--- src/core_pkg.sv ---
// Shared definitions for the RV64 integer execution core.
// Holds the ISA widths, the major opcodes, the ALU operation encoding
// and the packed records that move between the pipeline stages.
// Every design file refers to these by scoped names.

package core_pkg;

    // ------------------------------------------------------------
    // ISA widths
    // ------------------------------------------------------------

    localparam int XLEN       = 64;
    localparam int REG_ADDR_W = 5;
    localparam int INSTR_W    = 32;

    typedef logic [XLEN-1:0]       xdata_t;
    typedef logic [REG_ADDR_W-1:0] reg_addr_t;
    typedef logic [INSTR_W-1:0]    instr_t;

    // Major opcodes, bits [6:0] of the instruction.
    localparam logic [6:0] OPC_OP     = 7'b0110011;
    localparam logic [6:0] OPC_OP_IMM = 7'b0010011;
    localparam logic [6:0] OPC_LUI    = 7'b0110111;

    // ------------------------------------------------------------
    // ALU operations
    // ------------------------------------------------------------

    typedef enum logic [3:0] {
        ALU_ADD    = 4'd0,
        ALU_SUB    = 4'd1,
        ALU_SLL    = 4'd2,
        ALU_SLT    = 4'd3,
        ALU_SLTU   = 4'd4,
        ALU_XOR    = 4'd5,
        ALU_SRL    = 4'd6,
        ALU_SRA    = 4'd7,
        ALU_OR     = 4'd8,
        ALU_AND    = 4'd9,
        ALU_PASS_B = 4'd10   // LUI result is the immediate itself
    } alu_op_t;

    // ------------------------------------------------------------
    // Stage records
    // ------------------------------------------------------------

    // Decode stage output, one instruction.
    typedef struct packed {
        logic      valid;
        logic      illegal;
        reg_addr_t rd;
        reg_addr_t rs1;
        reg_addr_t rs2;
        alu_op_t   alu_op;
        logic      use_imm;
        xdata_t    imm;
    } decoded_t;

    // Writeback record, also the core's result port.
    typedef struct packed {
        logic      valid;
        logic      illegal;
        reg_addr_t rd;
        xdata_t    data;
    } wb_t;

endpackage

--- src/reg_file.sv ---
// Architectural register file of the integer core.
// Two combinational read ports and one write port fed by the
// writeback record. Register zero is not stored and always reads zero.

`timescale 1ns/1ps

module reg_file (
    input  logic                clk,
    input  logic                i_rst,
    input  core_pkg::reg_addr_t i_raddr_a,
    input  core_pkg::reg_addr_t i_raddr_b,
    output core_pkg::xdata_t    o_rdata_a,
    output core_pkg::xdata_t    o_rdata_b,
    input  core_pkg::wb_t       i_wb
);

    localparam int NUM_REGS = 2 ** core_pkg::REG_ADDR_W;

    // Registers one and up.
    core_pkg::xdata_t s_regs [1:NUM_REGS-1];
    logic             s_write_en;

    // Only legal results to a nonzero index are committed.
    assign s_write_en = i_wb.valid & ~i_wb.illegal & (i_wb.rd != '0);

    always_ff @(posedge clk) begin
        if (i_rst) begin
            for (int i = 1; i < NUM_REGS; i++) begin
                s_regs[i] <= '0;
            end
        end else if (s_write_en) begin
            s_regs[i_wb.rd] <= i_wb.data;
        end
    end

    // Read ports.
    assign o_rdata_a = (i_raddr_a == '0) ? '0 : s_regs[i_raddr_a];
    assign o_rdata_b = (i_raddr_b == '0) ? '0 : s_regs[i_raddr_b];

endmodule

--- config.mk ---
export PLATFORM = sky130hd
export DESIGN_NAME = reg_file
export DESIGN_NICKNAME = d
export VERILOG_FILES = /design/src/core_pkg.sv /design/src/reg_file.sv
export SDC_FILE = /design/constraint.sdc
export NUM_CORES = 2
export LEC_CHECK = 0
export BUFFER_PORTS_ARGS = -buffer_cell sky130_fd_sc_hd__buf_2
export CORE_AREA = 2 2 663 665
export DETAILED_ROUTE_END_ITERATION = 10
export DIE_AREA = 0 0 665 667
export PLACE_DENSITY = 0.41
export SYNTH_ARGS = -nofsm -noshare
export SYNTH_HDL_FRONTEND = slang
export SYNTH_SLANG_ARGS = --single-unit
--- constraint.sdc ---
create_clock -name clk -period 3.29 [get_ports clk]
set_input_delay 0.329 -clock clk [delete_from_list [all_inputs] [get_ports clk]]
set_output_delay 0.329 -clock clk [all_outputs]
set_load 0.02 [all_outputs]
==> flow_summary.ini <==
[status]
run_status = completed

[sta]
finalHoldViolations = 0
slew_viol_final = 0
relSlewSlack_pct = 14.88
hold_slack_ns = 0.3322
worst_pin_slew_ns = 1.266
finalSetupViolations = 0
max_freq_mhz = 306.2
finalCriticalPeriod_ns = 3.265
post-route-period-util_pct = 99.25
grt_setup_unrepaired = true

[grt]
grt_usage_pct = 22.41
grt_overflow_total = 0
grt_pass1_wl_um = 676100
grt_max_degree = 65
grt_pass1_vias = 72020
antenna_found_initial = 78

[detailed_routing]
drc = 0
drtPass1Iterations = 5
vias = 71140
wl_per_cell_um = 37.53
ant_nets = 0
dr.first_iter.drc_count = 8998
routed_via_density = 5.272
wl_um = 506400

[setup_path]
worstSetupStartpointType = register
critPathRequiredTime_ns = 2.96
endpoint_kind = output port
critPathArrivalTime_ns = 2.94
critPathKind = register to output port
crit_path_max_fanout = 2
worstSetupStartpoint = s_regs[4][63]

[clocking]
numCtsBuffers = 235
numClockSinks = 2048
h-tree-depth = 4
cts.path.max_buffers = 4
clkTransAtPathRegs_ns = 0.06
cts_tree = yes
cts-root-buf = clkbuf_16
cts_setup_buffers = 0

[power_and_ir_drop]
switchingPower_mw = 18.06
clockPowerShare_pct = 38.7
ir_drop_mv = 0.4082
intPower_mw = 47.87
leakagePower_nw = 44.48
power_density_mw_per_mm2 = 510.1
swShare_pct = 27.39
finalPower_mw = 65.92
p_comb_share_pct = 14.6
p_seq_share_pct = 46.7

[floorplanning]
die_x_um = 665
initial_core_util_pct = 24.88
io_pins = 211
core_mm2 = 0.4366
rows = 243
fp.dieH_um = 667
dieArea_mm2 = 0.4436

[place]
placedCellCount = 12960
portBuffers = 210
hpwlAfterDp_um = 292400
gp_congestion = 0.7975
post_dp_cell_area_mm2 = 0.1212

[logic_synthesis]
synthCells = 7203
synth-async-reset-ratio_pct = 0
synthFlopType = edfxtp_1
synth-edff-count = 2048
synth.top_cell.area_share_pct = 56.61
synthDistinctLibCells = 49
postSynthAreaPerCell_um2 = 15.08
ys_seq_area_share_pct = 56.61
ys_top_cells_by_area = edfxtp_1 57%, mux4_2 18%, and2_1 11%
yosysWarnings = 0
yosysTopAreaCell = edfxtp_1
syn-cell-area_mm2 = 0.1086
synth_seq_cells = 2048

[finish]
layout.nets = 7584
fillCellCount = 43270
drive_gt1_share_pct = 28.06
syn2layout_area_growth_pct = 18.96
regMostFlops = s_regs
multi_input_area_mm2 = 0.04444
reg_top3 = s_regs (2048)
finalInstanceArea_mm2 = 0.1292
layout_common_cells = 2,048 x edfxtp_1, 1,984 x and2_1, 863 x mux4_2
largest_register_ffs = 2048
final_common_cell = edfxtp_1
final_cells = 13490
seqCellArea_mm2 = 0.06150

[min_path]
worstHoldStart = i_rst
hp-class = primary input to register

[flow_run]
drv_cap = 0
layout make-up:
type / count / share of cell area (%)
flip-flops and latches: 2048 / 47.59
multi-input cells: 4425 / 34.39
repair buffers: 789 / 6.878
well taps: 5757 / 5.574
clock buffers: 290 / 4.776
clock inverters: 130 / 0.6883
diodes: 53 / 0.1026
inverters: 2 / 0.007745
power groups by stage:
stage          registers [mW]  logic (mW)  clock network [mW]
6_report                 30.8        9.63                25.5
3_3_place_gp             31.2        9.50                   0
3_5_place_dp             31.3        9.50                   0
5_1_grt                  30.9        9.93                26.8
2_1_floorplan            31.0        4.88                   0
4_1_cts                  30.7        9.67                25.9
repair_timing:
action,4_1_cts,5_1_grt
cloned,0,0
gates resized for setup,49,11
setup endpoints to repair,28,10
hold buffers,64,0
pin swaps,1,6
hold endpoints to repair,997,0
kinds of logic after synthesis:
group / after synthesis / synth area share (%)
simple gates: 2365 / 13.07
flops: 2048 / 56.61
mux: 1439 / 23.35
buf+inv: 793 / 3.317
compound gates: 557 / 3.655
other cells: 1 / 0.003452
worst paths after layout:
kind,end,slack [ns],cells past startpoint
setup / recovery,o_rdata_a[63],0.02,6
hold / removal,s_regs[10][8],0.33,3
metrics by stage:
stage | utilization (%) | setup WS (ns) | setup TNS [ns]
final | 29.60 | 0.02465 | 0
after global placement | 27.76 | -0.2001 | -0.2809
after detailed placement | 27.76 | -0.1908 | -0.3194
after CTS | 29.56 | 0.0007319 | 0
after floorplan | - | 0.8242 | 0
after global routing | 29.58 | -0.05019 | -0.05394
cells in the mapped netlist, types with 32 or more instances:
cell / number
a21oi_1: 74
mux4_2: 863
nand2_1: 87
a22oi_1: 166
clkbuf_1: 525
or2_2: 32
and3_1: 35
o21ai_0: 47
buf_6: 36
o221ai_1: 111
buf_2: 134
buf_1: 33
mux2_2: 133
o22ai_1: 63
edfxtp_1: 2048
and2_1: 1985
mux2i_1: 443
buf_4: 44
nor2_1: 148
worst max-delay path: stages, from the launching register on:
cell and delay (ns):
edfxtp_1 0.40, mux4_2 0.47, mux2i_1 0.24, nor2_1 0.08
a211oi_2 0.31, o21ai_4 0.22, buf_2 0.22
per-layer routing:
| layer | part of all wire, % | GRT usage (%) | up-vias | wire [um] |
|---|---|---|---|---|
| met5 | 0.011 | 0 | - | 55 |
| met2 | 49 | 38.01 | 3546 | 246900 |
| met1 | 40 | 29.01 | 38520 | 202900 |
| met4 | 3.9 | 7.951 | 8 | 19650 |
| met3 | 7.3 | 3.409 | 807 | 36810 |
| li1 | - | - | 28250 | - |
(Power assumes the default switching activity.)
