[src/core_pkg.sv]
// Shared definitions for the RV64 integer execution core.
// Holds the ISA widths, the major opcodes, the ALU operation encoding
// and the packed records that move between the pipeline stages.
// Every design file refers to these by scoped names.

package core_pkg;

    // ------------------------------------------------------------
    // ISA widths
    // ------------------------------------------------------------

    localparam int XLEN       = 64;
    localparam int REG_ADDR_W = 5;
    localparam int INSTR_W    = 32;

    typedef logic [XLEN-1:0]       xdata_t;
    typedef logic [REG_ADDR_W-1:0] reg_addr_t;
    typedef logic [INSTR_W-1:0]    instr_t;

    // Major opcodes, bits [6:0] of the instruction.
    localparam logic [6:0] OPC_OP     = 7'b0110011;
    localparam logic [6:0] OPC_OP_IMM = 7'b0010011;
    localparam logic [6:0] OPC_LUI    = 7'b0110111;

    // ------------------------------------------------------------
    // ALU operations
    // ------------------------------------------------------------

    typedef enum logic [3:0] {
        ALU_ADD    = 4'd0,
        ALU_SUB    = 4'd1,
        ALU_SLL    = 4'd2,
        ALU_SLT    = 4'd3,
        ALU_SLTU   = 4'd4,
        ALU_XOR    = 4'd5,
        ALU_SRL    = 4'd6,
        ALU_SRA    = 4'd7,
        ALU_OR     = 4'd8,
        ALU_AND    = 4'd9,
        ALU_PASS_B = 4'd10   // LUI result is the immediate itself
    } alu_op_t;

    // ------------------------------------------------------------
    // Stage records
    // ------------------------------------------------------------

    // Decode stage output, one instruction.
    typedef struct packed {
        logic      valid;
        logic      illegal;
        reg_addr_t rd;
        reg_addr_t rs1;
        reg_addr_t rs2;
        alu_op_t   alu_op;
        logic      use_imm;
        xdata_t    imm;
    } decoded_t;

    // Writeback record, also the core's result port.
    typedef struct packed {
        logic      valid;
        logic      illegal;
        reg_addr_t rd;
        xdata_t    data;
    } wb_t;

endpackage

[src/decode_stage.sv]
// First pipeline stage of the integer core.
// Takes one strobed instruction word per cycle, maps it to an ALU
// operation, builds the sign-extended immediate and registers the
// decoded record. Words outside the kept RV64I subset are flagged illegal.

`timescale 1ns/1ps

module decode_stage (
    input  logic                clk,
    input  logic                i_rst,
    input  logic                i_instr_valid,
    input  core_pkg::instr_t    i_instr,
    output core_pkg::decoded_t  o_dec
);

    // funct7 values of the base and alternate forms.
    localparam logic [6:0] F7_BASE = 7'b0000000;
    localparam logic [6:0] F7_ALT  = 7'b0100000;

    // ------------------------------------------------------------
    // Instruction fields
    // ------------------------------------------------------------

    logic [6:0]           s_opcode;
    logic [2:0]           s_funct3;
    logic [6:0]           s_funct7;
    logic [5:0]           s_funct6;
    core_pkg::xdata_t     s_imm_i;
    core_pkg::xdata_t     s_imm_u;
    logic                 s_legal;
    core_pkg::decoded_t   s_dec_next;

    assign s_opcode = i_instr[6:0];
    assign s_funct3 = i_instr[14:12];
    assign s_funct7 = i_instr[31:25];
    // RV64 shifts keep shamt[5] in bit 25, so only the top six bits are checked.
    assign s_funct6 = i_instr[31:26];

    // I-type and U-type immediates, sign-extended to XLEN.
    assign s_imm_i = {{(core_pkg::XLEN-12){i_instr[31]}}, i_instr[31:20]};
    assign s_imm_u = {{(core_pkg::XLEN-32){i_instr[31]}}, i_instr[31:12], 12'b0};

    // ------------------------------------------------------------
    // Decode
    // ------------------------------------------------------------

    always_comb begin
        s_legal            = 1'b0;
        s_dec_next.rd      = i_instr[11:7];
        s_dec_next.rs1     = i_instr[19:15];
        s_dec_next.rs2     = i_instr[24:20];
        s_dec_next.alu_op  = core_pkg::ALU_ADD;
        s_dec_next.use_imm = 1'b0;
        s_dec_next.imm     = s_imm_i;

        case (s_opcode)
            core_pkg::OPC_OP: begin
                case (s_funct3)
                    3'b000: begin
                        s_legal           = (s_funct7 == F7_BASE) || (s_funct7 == F7_ALT);
                        s_dec_next.alu_op = s_funct7[5] ? core_pkg::ALU_SUB
                                                        : core_pkg::ALU_ADD;
                    end
                    3'b001: begin
                        s_legal           = (s_funct7 == F7_BASE);
                        s_dec_next.alu_op = core_pkg::ALU_SLL;
                    end
                    3'b010: begin
                        s_legal           = (s_funct7 == F7_BASE);
                        s_dec_next.alu_op = core_pkg::ALU_SLT;
                    end
                    3'b011: begin
                        s_legal           = (s_funct7 == F7_BASE);
                        s_dec_next.alu_op = core_pkg::ALU_SLTU;
                    end
                    3'b100: begin
                        s_legal           = (s_funct7 == F7_BASE);
                        s_dec_next.alu_op = core_pkg::ALU_XOR;
                    end
                    3'b101: begin
                        s_legal           = (s_funct7 == F7_BASE) || (s_funct7 == F7_ALT);
                        s_dec_next.alu_op = s_funct7[5] ? core_pkg::ALU_SRA
                                                        : core_pkg::ALU_SRL;
                    end
                    3'b110: begin
                        s_legal           = (s_funct7 == F7_BASE);
                        s_dec_next.alu_op = core_pkg::ALU_OR;
                    end
                    default: begin
                        s_legal           = (s_funct7 == F7_BASE);
                        s_dec_next.alu_op = core_pkg::ALU_AND;
                    end
                endcase
            end

            core_pkg::OPC_OP_IMM: begin
                s_dec_next.use_imm = 1'b1;
                // No second source register.
                s_dec_next.rs2     = '0;
                s_legal            = 1'b1;
                case (s_funct3)
                    3'b000: s_dec_next.alu_op = core_pkg::ALU_ADD;
                    3'b001: begin
                        s_legal           = (s_funct6 == F7_BASE[6:1]);
                        s_dec_next.alu_op = core_pkg::ALU_SLL;
                    end
                    3'b010: s_dec_next.alu_op = core_pkg::ALU_SLT;
                    3'b011: s_dec_next.alu_op = core_pkg::ALU_SLTU;
                    3'b100: s_dec_next.alu_op = core_pkg::ALU_XOR;
                    3'b101: begin
                        // ALU sees only imm[5:0], so bit 10 of SRAI does no harm.
                        s_legal           = (s_funct6 == F7_BASE[6:1]) ||
                                            (s_funct6 == F7_ALT[6:1]);
                        s_dec_next.alu_op = s_funct6[4] ? core_pkg::ALU_SRA
                                                        : core_pkg::ALU_SRL;
                    end
                    3'b110: s_dec_next.alu_op = core_pkg::ALU_OR;
                    default: s_dec_next.alu_op = core_pkg::ALU_AND;
                endcase
            end

            core_pkg::OPC_LUI: begin
                s_legal            = 1'b1;
                // Index zero reads zero, which gives operand a of zero.
                s_dec_next.rs1     = '0;
                s_dec_next.rs2     = '0;
                s_dec_next.alu_op  = core_pkg::ALU_PASS_B;
                s_dec_next.use_imm = 1'b1;
                s_dec_next.imm     = s_imm_u;
            end

            default: s_legal = 1'b0;
        endcase

        s_dec_next.valid   = i_instr_valid & s_legal;
        s_dec_next.illegal = i_instr_valid & ~s_legal;
    end

    // ------------------------------------------------------------
    // Stage register
    // ------------------------------------------------------------

    always_ff @(posedge clk) begin
        o_dec <= s_dec_next;
        if (i_rst) begin
            o_dec.valid   <= 1'b0;
            o_dec.illegal <= 1'b0;
        end
    end

endmodule

[config.mk]
export PLATFORM = sky130hd
export DESIGN_NAME = decode_stage
export DESIGN_NICKNAME = d
export VERILOG_FILES = /design/src/core_pkg.sv /design/src/decode_stage.sv
export SDC_FILE = /design/constraint.sdc
export NUM_CORES = 1
export LEC_CHECK = 0
export BUFFER_PORTS_ARGS = -buffer_cell sky130_fd_sc_hd__buf_2
export CELL_PAD_IN_SITES_DETAIL_PLACEMENT = 1
export CELL_PAD_IN_SITES_GLOBAL_PLACEMENT = 1
export CORE_UTILIZATION = 27
export DETAILED_ROUTE_END_ITERATION = 7
export GPL_ROUTABILITY_DRIVEN = 0
export PLACE_DENSITY = 0.76
export SLEW_MARGIN = 20
export SYNTH_ARGS = -nofsm -noshare
export SYNTH_HDL_FRONTEND = slang
export SYNTH_SLANG_ARGS = --single-unit
[constraint.sdc]
create_clock -name clk -period 1.3 [get_ports clk]
set_input_delay 0.065 -clock clk [delete_from_list [all_inputs] [get_ports clk]]
set_output_delay 0.065 -clock clk [all_outputs]
set_load 0.05 [all_outputs]
==> reports/results.tsv, run 1 <==
metric	value	unit
initial detailed-routing violation count	16	
commonest non-fill, non-tap cell in the layout	buf_2	
family with the most delay on the worst path	simple AND/OR/NAND/NOR gates	
synthesis-stage register bit count	54	
CTS clk-pin slew, worst paths	0.09	ns
internal power	0.00251	W
most frequent cells in the layout	120 x buf_2, 53 x dfxtp_1, 23 x and2_1	
Clock power frac	28.6	%
antenna violations before repair	0	
combinational power share	23.5	%
Rows	30	
deepest level of the CTS H-tree	2	
CTS buffer count	5	
Via-to-Cell Ratio	4.25	
WS Path Type	in2reg	
Die Wd	85.3	um
die area	0.00728	mm^2
Peak VDD IR	369	uV
Setup crit end kind	register	
Hold Worst Slack	0.00666	ns
fin. max-slew vios	0	
fin cells	367	
GRT overflow	0	
WL final	5030	um
gr usage total	13.7	%
headroom to the max-slew limit	77.3	%
met3 routed WL	221	um
setup_tns	0	ns
Max Root-Sink Buffers	2	
sw power	0.00118	W
WP data required	1.50	ns
DR WL/cell	13.7	um
yosys warns	0	
status	completed	
largest net degree at the start of global routing	34	
CP Cell Sequence	buf_2 > or4_4 > o31a_1 > or3_1 > and3b_1	
M1 WL	1930	um
largest registers	o_dec: 54 flops	
num ports	121	
CP Launch Type	primary input	
clk sinks	54	
CTS tree	built	
DP HPWL	3700	um
simple-gate area share of the yosys netlist	14.8	%
cells after synthesis	171	
xor and xnor area share after synthesis	0.934	%
layout cells sized above 1	50.5	%
Final Cell Area	0.00268	mm^2
DR WL met2	2800	um
post-synthesis mux area share	0	%
Placed Cells incl. Taps	342	
routed via count	1561	
Min-Delay Path Depth	2	
register share of total power	47.9	%
Distinct cells, synth	32	
final-stage net count	321	
Period Utilization, post-route	99.2	%
Avg Cell Area, Syn	11.0	um^2
final count of hold timing violations	0	
Largest register FFs	54	
DRC	0	
Top Layer Used	met4	
CTS root buf	clkbuf_8	
Pwr per Cell Area	1380	mW/mm^2
Port Buffers	120	
Worst Path Arrival	1.49	ns
DIE HEIGHT	85.3	um
drt pass-1 iters	4	
Initial Util	27.8	%
Final Critical Period	1.29	ns
sequential-to-total area share from yosys stat	57.6	%
switch share	32.0	%
Slowest-stage cell, CP	or4_4	
Synth Area in Adders	0	%
largest family of logic cells by synthesized area	buffers and inverters	
core box area	0.00676	mm^2
crit-path max FO	3	
WP buf/inv	1	
complex-gate fraction of the synthesized area	11.5	%
Layout area overhead	42.8	%
Hold WC Path Type	in2reg	
FMAX	776	MHz
worst stage delay on the critical path	0.54	ns
first-pass GRT wire length	7580	um
vias in the first global route	1555	
RSZ-0062 raised after global routing	no	
DP Area	0.00240	mm^2
Finished Core Util	39.6	%
Ant. Diodes	0	
Final setup viols	0	
worst hold start	i_instr[27]	
Biggest register	o_dec	
MaxCap Viol Count	0	
Hold Path End	o_dec[27]	
Netlist Area Pre-Place	0.00188	mm^2
Static Leak	1.40	nW
Syn Nets	206	
Routed Antenna Nets	0	
worst-margin pin slew	0.337	ns
## power groups by stage
stage                     logic (W)  registers, W  clock network [W]
after floorplan            0.000358       0.00211                  0
after global placement     0.000817       0.00180                  0
after detailed placement   0.000827       0.00181                  0
after CTS                  0.000868       0.00177            0.00111
after global routing       0.000904       0.00178            0.00116
final                      0.000865       0.00177            0.00106
## worst max-delay path by stage
stage / startpoint / to / cells past startpoint
after global placement: i_instr[29] / o_dec[84] / 5
after global routing: i_instr[29] / o_dec[84] / 5
final: i_instr[29] / o_dec[84] / 5
after detailed placement: i_instr[29] / o_dec[84] / 5
after floorplan: i_instr[29] / o_dec[84] / 4
after CTS: i_instr[29] / o_dec[84] / 5
## cell type report
type	count	area (um^2)
clock buffer	8	110
timing repair buffer	148	866
sequential	54	1080
inverter	2	7.51
multi-input combinational	75	510
tap	80	100
fill	801	4080
## per-layer routing
layer | global-route usage (%) | vias to the layer above
met3 | 1.56 | 6
met1 | 14.6 | 730
met4 | 5.00 | 0
met2 | 27.2 | 72
met5 | 0 | -
li1 | - | 753
## through the flow
step	worst slack, ns	power, W
after global routing	0.00280	0.00384
after detailed placement	-0.300	0.00264
final	0.0110	0.00369
after floorplan	-0.108	0.00247
after CTS	0.0255	0.00375
after global placement	-0.279	0.00262
## repair_timing
item	CTS	global route
setup buffers	0	0
gates resized for setup	1	0
hold buffers	17	0
endpoints found under the setup margin	33	0
endpoints found under the hold margin	28	0
## cells in the mapped netlist
cell | n | area [um^2]
nand2_1 | 1 | 3.75
or4_4 | 1 | 11.3
and3b_1 | 1 | 8.76
and2_2 | 1 | 7.51
a311oi_1 | 1 | 8.76
dfxtp_1 | 54 | 1080
a21oi_1 | 3 | 15.0
nor2_1 | 3 | 11.3
buf_4 | 33 | 248
nand3_1 | 3 | 15.0
o211ai_1 | 2 | 15.0
and4bb_2 | 1 | 12.5
nand3b_1 | 1 | 7.51
nand2b_1 | 2 | 12.5
and2_1 | 23 | 144
a21o_2 | 1 | 8.76
nor3_1 | 1 | 5.00
o31a_1 | 1 | 8.76
xor2_1 | 1 | 8.76
clkbuf_1 | 4 | 15.0
nor4bb_1 | 1 | 10.0
o21ai_0 | 3 | 15.0
inv_1 | 2 | 7.51
nor2b_1 | 1 | 6.26
buf_2 | 2 | 10.0
xnor2_1 | 1 | 8.76
a211o_1 | 1 | 8.76
and3_1 | 1 | 6.26
or3_1 | 1 | 6.26
buf_1 | 1 | 3.75
a21o_1 | 18 | 135
and2b_4 | 1 | 10.0
## kinds of logic after synthesis
logic type	count (synthesis)
DFF	54
and+or+nand+nor	43
buffers and inverters	42
AOI/OAI and AO/OA	30
xor gates and xnor gates	2
(Power assumes the default switching activity.)
==> run 2: changes to the inputs <==
--- a/config.mk
+++ b/config.mk
@@ -11,6 +11,8 @@
 export CORE_UTILIZATION = 27
 export DETAILED_ROUTE_END_ITERATION = 7
 export GPL_ROUTABILITY_DRIVEN = 0
+export GPL_TIMING_DRIVEN = 0
+export MAX_ROUTING_LAYER = met4
 export PLACE_DENSITY = 0.76
 export SLEW_MARGIN = 20
 export SYNTH_ARGS = -nofsm -noshare
==> reports/results.tsv, run 2 (same netlist as run 1, synthesis figures left out) <==
metric	value	unit	change
FMAX	779	MHz	was 776 MHz
Slowest-stage cell, CP	or4_4		unchanged
Worst Path Arrival	1.48	ns	was 1.49 ns
commonest non-fill, non-tap cell in the layout	buf_2		unchanged
worst-margin pin slew	0.369	ns	was 0.337 ns
layout cells sized above 1	53.8	%	was 50.5%
Reg area	0.00108	mm^2	unchanged
Largest register FFs	54		unchanged
CP Cell Sequence	buf_2 > or4_4 > o31a_1 > or3_1 > and3b_1		unchanged
headroom to the max-slew limit	75.1	%	was 77.3%
internal power	0.00247	W	was 0.00251 W
WL final	5160	um	was 5030 um
Peak VDD IR	395	uV	was 369 uV
die area	0.00728	mm^2	unchanged
num ports	121		unchanged
core box area	0.00676	mm^2	unchanged
Clock power frac	25.6	%	was 28.6%
Biggest register	o_dec		unchanged
# fillers	795		was 801
antenna violations before repair	0		unchanged
DRC	0		unchanged
area taken by multi-input logic gates	515	um^2	was 510 um^2
routed via count	1636		was 1561
vias in the first global route	1614		was 1555
most frequent cells in the layout	106 x buf_2, 53 x dfxtp_1, 34 x buf_4		was 120 x buf_2, 53 x dfxtp_1, 23 x and2_1
DIE HEIGHT	85.3	um	unchanged
first-pass GRT wire length	7910	um	was 7580 um
WS Path Type	in2reg		unchanged
CTS root buf	clkbuf_8		unchanged
CP Launch Type	primary input		unchanged
switch share	32.3	%	was 32.0%
WP data required	1.50	ns	about the same
deepest level of the CTS H-tree	2		unchanged
largest net degree at the start of global routing	18		was 34
fin cells	398		was 367
Layout area overhead	56.3	%	was 42.8%
Static Leak	1.54	nW	was 1.40 nW
DP HPWL	3590	um	was 3700 um
Die Wd	85.3	um	unchanged
sw power	0.00118	W	about the same
Setup crit end kind	register		unchanged
Routed Antenna Nets	0		unchanged
Via-to-Cell Ratio	4.11		was 4.25
initial detailed-routing violation count	27		was 16
gr usage total	14.6	%	was 13.7%
Hold WC Path Type	in2reg		unchanged
Ant. Diodes	0		unchanged
status	completed		unchanged
Final Critical Period	1.28	ns	was 1.29 ns
combinational power share	26.2	%	was 23.5%
GRT overflow	0		unchanged
Period Utilization, post-route	98.8	%	was 99.2%
crit-path max FO	3		unchanged
CTS clk-pin slew, worst paths	0.09	ns	about the same
dpl ws	-0.443	ns	was -0.300 ns
Port Buffers	117		was 120
final count of hold timing violations	0		unchanged
final-stage net count	352		was 321
Rows	30		unchanged
Placed Cells incl. Taps	368		was 342
Max Root-Sink Buffers	2		unchanged
fin. max-slew vios	0		unchanged
CTS buffer count	5		unchanged
clk sinks	54		unchanged
drt pass-1 iters	4		unchanged
Final setup viols	0		unchanged
worst setup margin	0.0162	ns	was 0.0110 ns
worst stage delay on the critical path	0.54	ns	about the same
Initial Util	27.8	%	unchanged
register share of total power	48.2	%	was 47.9%
Pwr per Cell Area	1250	mW/mm^2	was 1380 mW/mm^2
DR WL/cell	13.0	um	was 13.7 um
CTS tree	built		unchanged
largest registers	o_dec: 54 flops		unchanged
MaxCap Viol Count	0		unchanged
run 2: cell types whose count changed in the layout (fill, tap and decap cells not counted), sizes merged:
| cell | previous run | this run |
|---|---|---|
| clkinv | 0 | 1 |
| dlygate4sd3 | 17 | 20 |
| buf | 131 | 142 |
| clkbuf | 8 | 24 |
run 2: area by class of cell:
type,instances,area share (%)
multi-input cells,75,17.6
clock buffers,7,2.94
flip-flops and latches,54,37.0
inverters,2,0.256
well taps,80,3.41
clock inverters,1,0.171
plain buffers,40,9.56
repair buffers,139,29.1
run 2: through the flow:
stage	power [W]	hold slack [ns]	util (%)	TNS, ns	cell area [um^2]
after floorplan	0.00247	0.0927	-	-0.108	1880
after global placement	0.00267	0.168	37.9	-10.43	2560
after detailed placement	0.00268	0.169	37.9	-10.38	2560
after CTS	0.00369	0.00559	42.9	0	2900
after global routing	0.00383	0.00192	43.4	-0.00179	2930
final	0.00365	0.00989	43.4	0	2930
run 2: repair_timing:
action,4_1_cts,5_1_grt
hold buffers,20,0
gates resized for setup,5,17
hold endpoints to repair,33,0
buffers inserted,2,0
endpoints found under the setup margin,52,30
run 2: worst paths after layout:
check	startpoint	endpoint	slack, ns	cells past startpoint
worst max-delay path	i_instr[29]	o_dec[84]	0.02	5
worst min-delay path	i_instr[27]	o_dec[7]	0.01	2
run 2: critical path: cells and delay by family:
| family | cells | cell delay [ns] |
|---|---|---|
| buf+inv | 1 | 0.12 |
| simple gates | 3 | 1.06 |
| compound gates | 1 | 0.24 |
run 2: layer usage:
layer  GRT usage (%)  vias up  wire length (um)
met5               -        -                 0
met1            14.6      742              1990
li1                -      816                 -
met3            3.02        4               281
met2            27.9       74              2830
met4            5.00        0                63
run 2: power by group through the flow:
stage          logic, W  registers, W  clock network (W)
3_3_place_gp   0.000866       0.00181                  0
3_5_place_dp   0.000875       0.00181                  0
4_1_cts        0.000948       0.00176           0.000981
6_report       0.000957       0.00176           0.000936
5_1_grt         0.00100       0.00177            0.00106
2_1_floorplan  0.000358       0.00211                  0
==> run 3: changes to the inputs <==
==> constraint.sdc (replaced) <==
create_clock -name clk -period 1.3 [get_ports clk]
set_input_delay 0.26 -clock clk [delete_from_list [all_inputs] [get_ports clk]]
set_output_delay 0.26 -clock clk [all_outputs]
set_load 0.05 [all_outputs]
==> reports/results.tsv, run 3 (same netlist as run 1, synthesis figures left out) <==
metric	value	unit	change
Via-to-Cell Ratio	4.23		was 4.11
core box area	0.00676	mm^2	unchanged
layout cells sized above 1	58.3	%	was 53.8%
Min-Delay Path Depth	1		was 2
Peak VDD IR	507	uV	was 395 uV
deepest level of the CTS H-tree	2		unchanged
overall power	0.00378	W	was 0.00365 W
final count of hold timing violations	0		unchanged
commonest non-fill, non-tap cell in the layout	buf_2		unchanged
antenna violations before repair	0		unchanged
DP Area	0.00260	mm^2	was 0.00256 mm^2
DRC	0		unchanged
DR WL met2	2880	um	was 2830 um
final-stage net count	334		was 352
MaxCap Viol Count	0		unchanged
routed via count	1609		was 1636
CTS clk-pin slew, worst paths	0.10	ns	was 0.09 ns
WS Path Type	in2reg		unchanged
worst stage delay on the critical path	0.54	ns	about the same
first-pass GRT wire length	7970	um	was 7910 um
largest registers	o_dec: 54 flops		unchanged
drt pass-1 iters	2		was 4
CTS tree	built		unchanged
status	complete, but fails checks		was completed
Hold-fix buffers, CTS	0		was 20
Final Critical Period	1.45	ns	was 1.28 ns
headroom to the max-slew limit	73.5	%	was 75.1%
gr usage total	14.5	%	was 14.6%
Biggest register	o_dec		unchanged
Worst Path Arrival	1.66	ns	was 1.48 ns
largest net degree at the start of global routing	17		was 18
Ant. Diodes	0		unchanged
Top Layer Used	met4		unchanged
RSZ-0062 raised after global routing	yes		
worst setup margin	-0.152	ns	was 0.0162 ns
WP data required	1.51	ns	was 1.50 ns
WL final	5320	um	was 5160 um
worst-margin pin slew	0.398	ns	was 0.369 ns
Die Wd	85.3	um	unchanged
clk sinks	54		unchanged
DIE HEIGHT	85.3	um	unchanged
Period Utilization, post-route	112	%	was 98.8%
DR WL/cell	14.0	um	was 13.0 um
Finished Core Util	47.2	%	was 43.4%
FMAX	689	MHz	was 779 MHz
Static Leak	1.62	nW	was 1.54 nW
CP Launch Type	primary input		unchanged
Final setup viols	34		was 0
crit-path max FO	3		unchanged
Crit path depth	5		unchanged
Slowest-stage cell, CP	or4_4		unchanged
Routed Antenna Nets	0		unchanged
fin cells	380		was 398
CTS root buf	clkbuf_8		unchanged
M1 WL	2040	um	was 1990 um
dpl ws	-0.500	ns	was -0.443 ns
CTS buffer count	5		unchanged
family with the most delay on the worst path	simple AND/OR/NAND/NOR gates		unchanged
Final Cell Area	0.00319	mm^2	was 0.00293 mm^2
Largest register FFs	54		unchanged
Max Root-Sink Buffers	2		unchanged
met3 routed WL	335	um	was 281 um
fin. max-slew vios	0		unchanged
die area	0.00728	mm^2	unchanged
GRT overflow	0		unchanged
Port Buffers	117		unchanged
num ports	121		unchanged
Setup crit end kind	register		unchanged
Pwr per Cell Area	1190	mW/mm^2	was 1250 mW/mm^2
CP Cell Sequence	buf_6 > or4_4 > o31a_1 > or3_4 > and3b_1		was buf_2 > or4_4 > o31a_1 > or3_1 > and3b_1
Initial Util	27.8	%	unchanged
Rows	30		unchanged
failing checks	negative setup slack		
initial detailed-routing violation count	21		was 27
Hold WC Path Type	in2reg		unchanged
Placed Cells incl. Taps	368		unchanged
most frequent cells in the layout	84 x buf_2, 53 x dfxtp_1, 33 x buf_8		was 106 x buf_2, 53 x dfxtp_1, 34 x buf_4
WP buf/inv	1		unchanged
DP HPWL	3590	um	about the same
vias in the first global route	1576		was 1614
Layout area overhead	69.9	%	was 56.3%
-- run 3: cell count changes in the layout (fill, tap and decap cells not counted), moves of 2 or more --
cell / previous run / this run
buf_4: 34 / 17
buf_6: 1 / 21
buf_8: 0 / 33
dlygate4sd3_1: 20 / 0
buf_2: 106 / 84
clkbuf_2: 2 / 0
clkbuf_4: 13 / 0
-- run 3: what timing repair did --
action / in CTS / in global routing
pin swaps: 1 / 0
setup endpoints to repair: 35 / 45
gates resized for setup: 107 / 20
buffers inserted: 3 / 0
gates cloned: 1 / 0
-- run 3: layout make-up --
type | instances | area (um^2)
clock buffers | 7 | 86.3
inverters | 2 | 7.51
plain buffers | 40 | 362
well taps | 80 | 100
clock inverters | 1 | 5.00
flip-flops and latches | 54 | 1080
multi-input cells | 75 | 534
repair buffers | 121 | 1010
fillers | 744 | 3570
-- run 3: per-layer routing --
layer | global-route usage, % | up-vias
met3 | 3.02 | 5
met5 | - | -
met2 | 26.8 | 77
met1 | 15.7 | 746
li1 | - | 781
met4 | 4.09 | 0
-- run 3: path summary, 6_finish.rpt --
check / slack (ns) / startpoint / end
worst max-delay path: -0.15 / i_instr[29] / o_dec[84]
worst min-delay path: 0.06 / i_instr[8] / o_dec[80]
-- run 3: where the power goes --
group | switching [W] | internal, W
Combinational | 0.000681 | 0.000400
Clock | 0.000509 | 0.000431
Sequential | 0.0000234 | 0.00174
-- run 3: per-stage QoR --
step           hold slack (ns)  setup TNS, ns
2_1_floorplan            0.288         -0.512
3_3_place_gp             0.363          -7.87
3_5_place_dp             0.364          -8.48
4_1_cts                 0.0470          -2.78
5_1_grt                 0.0455          -4.23
6_report                0.0566          -2.32
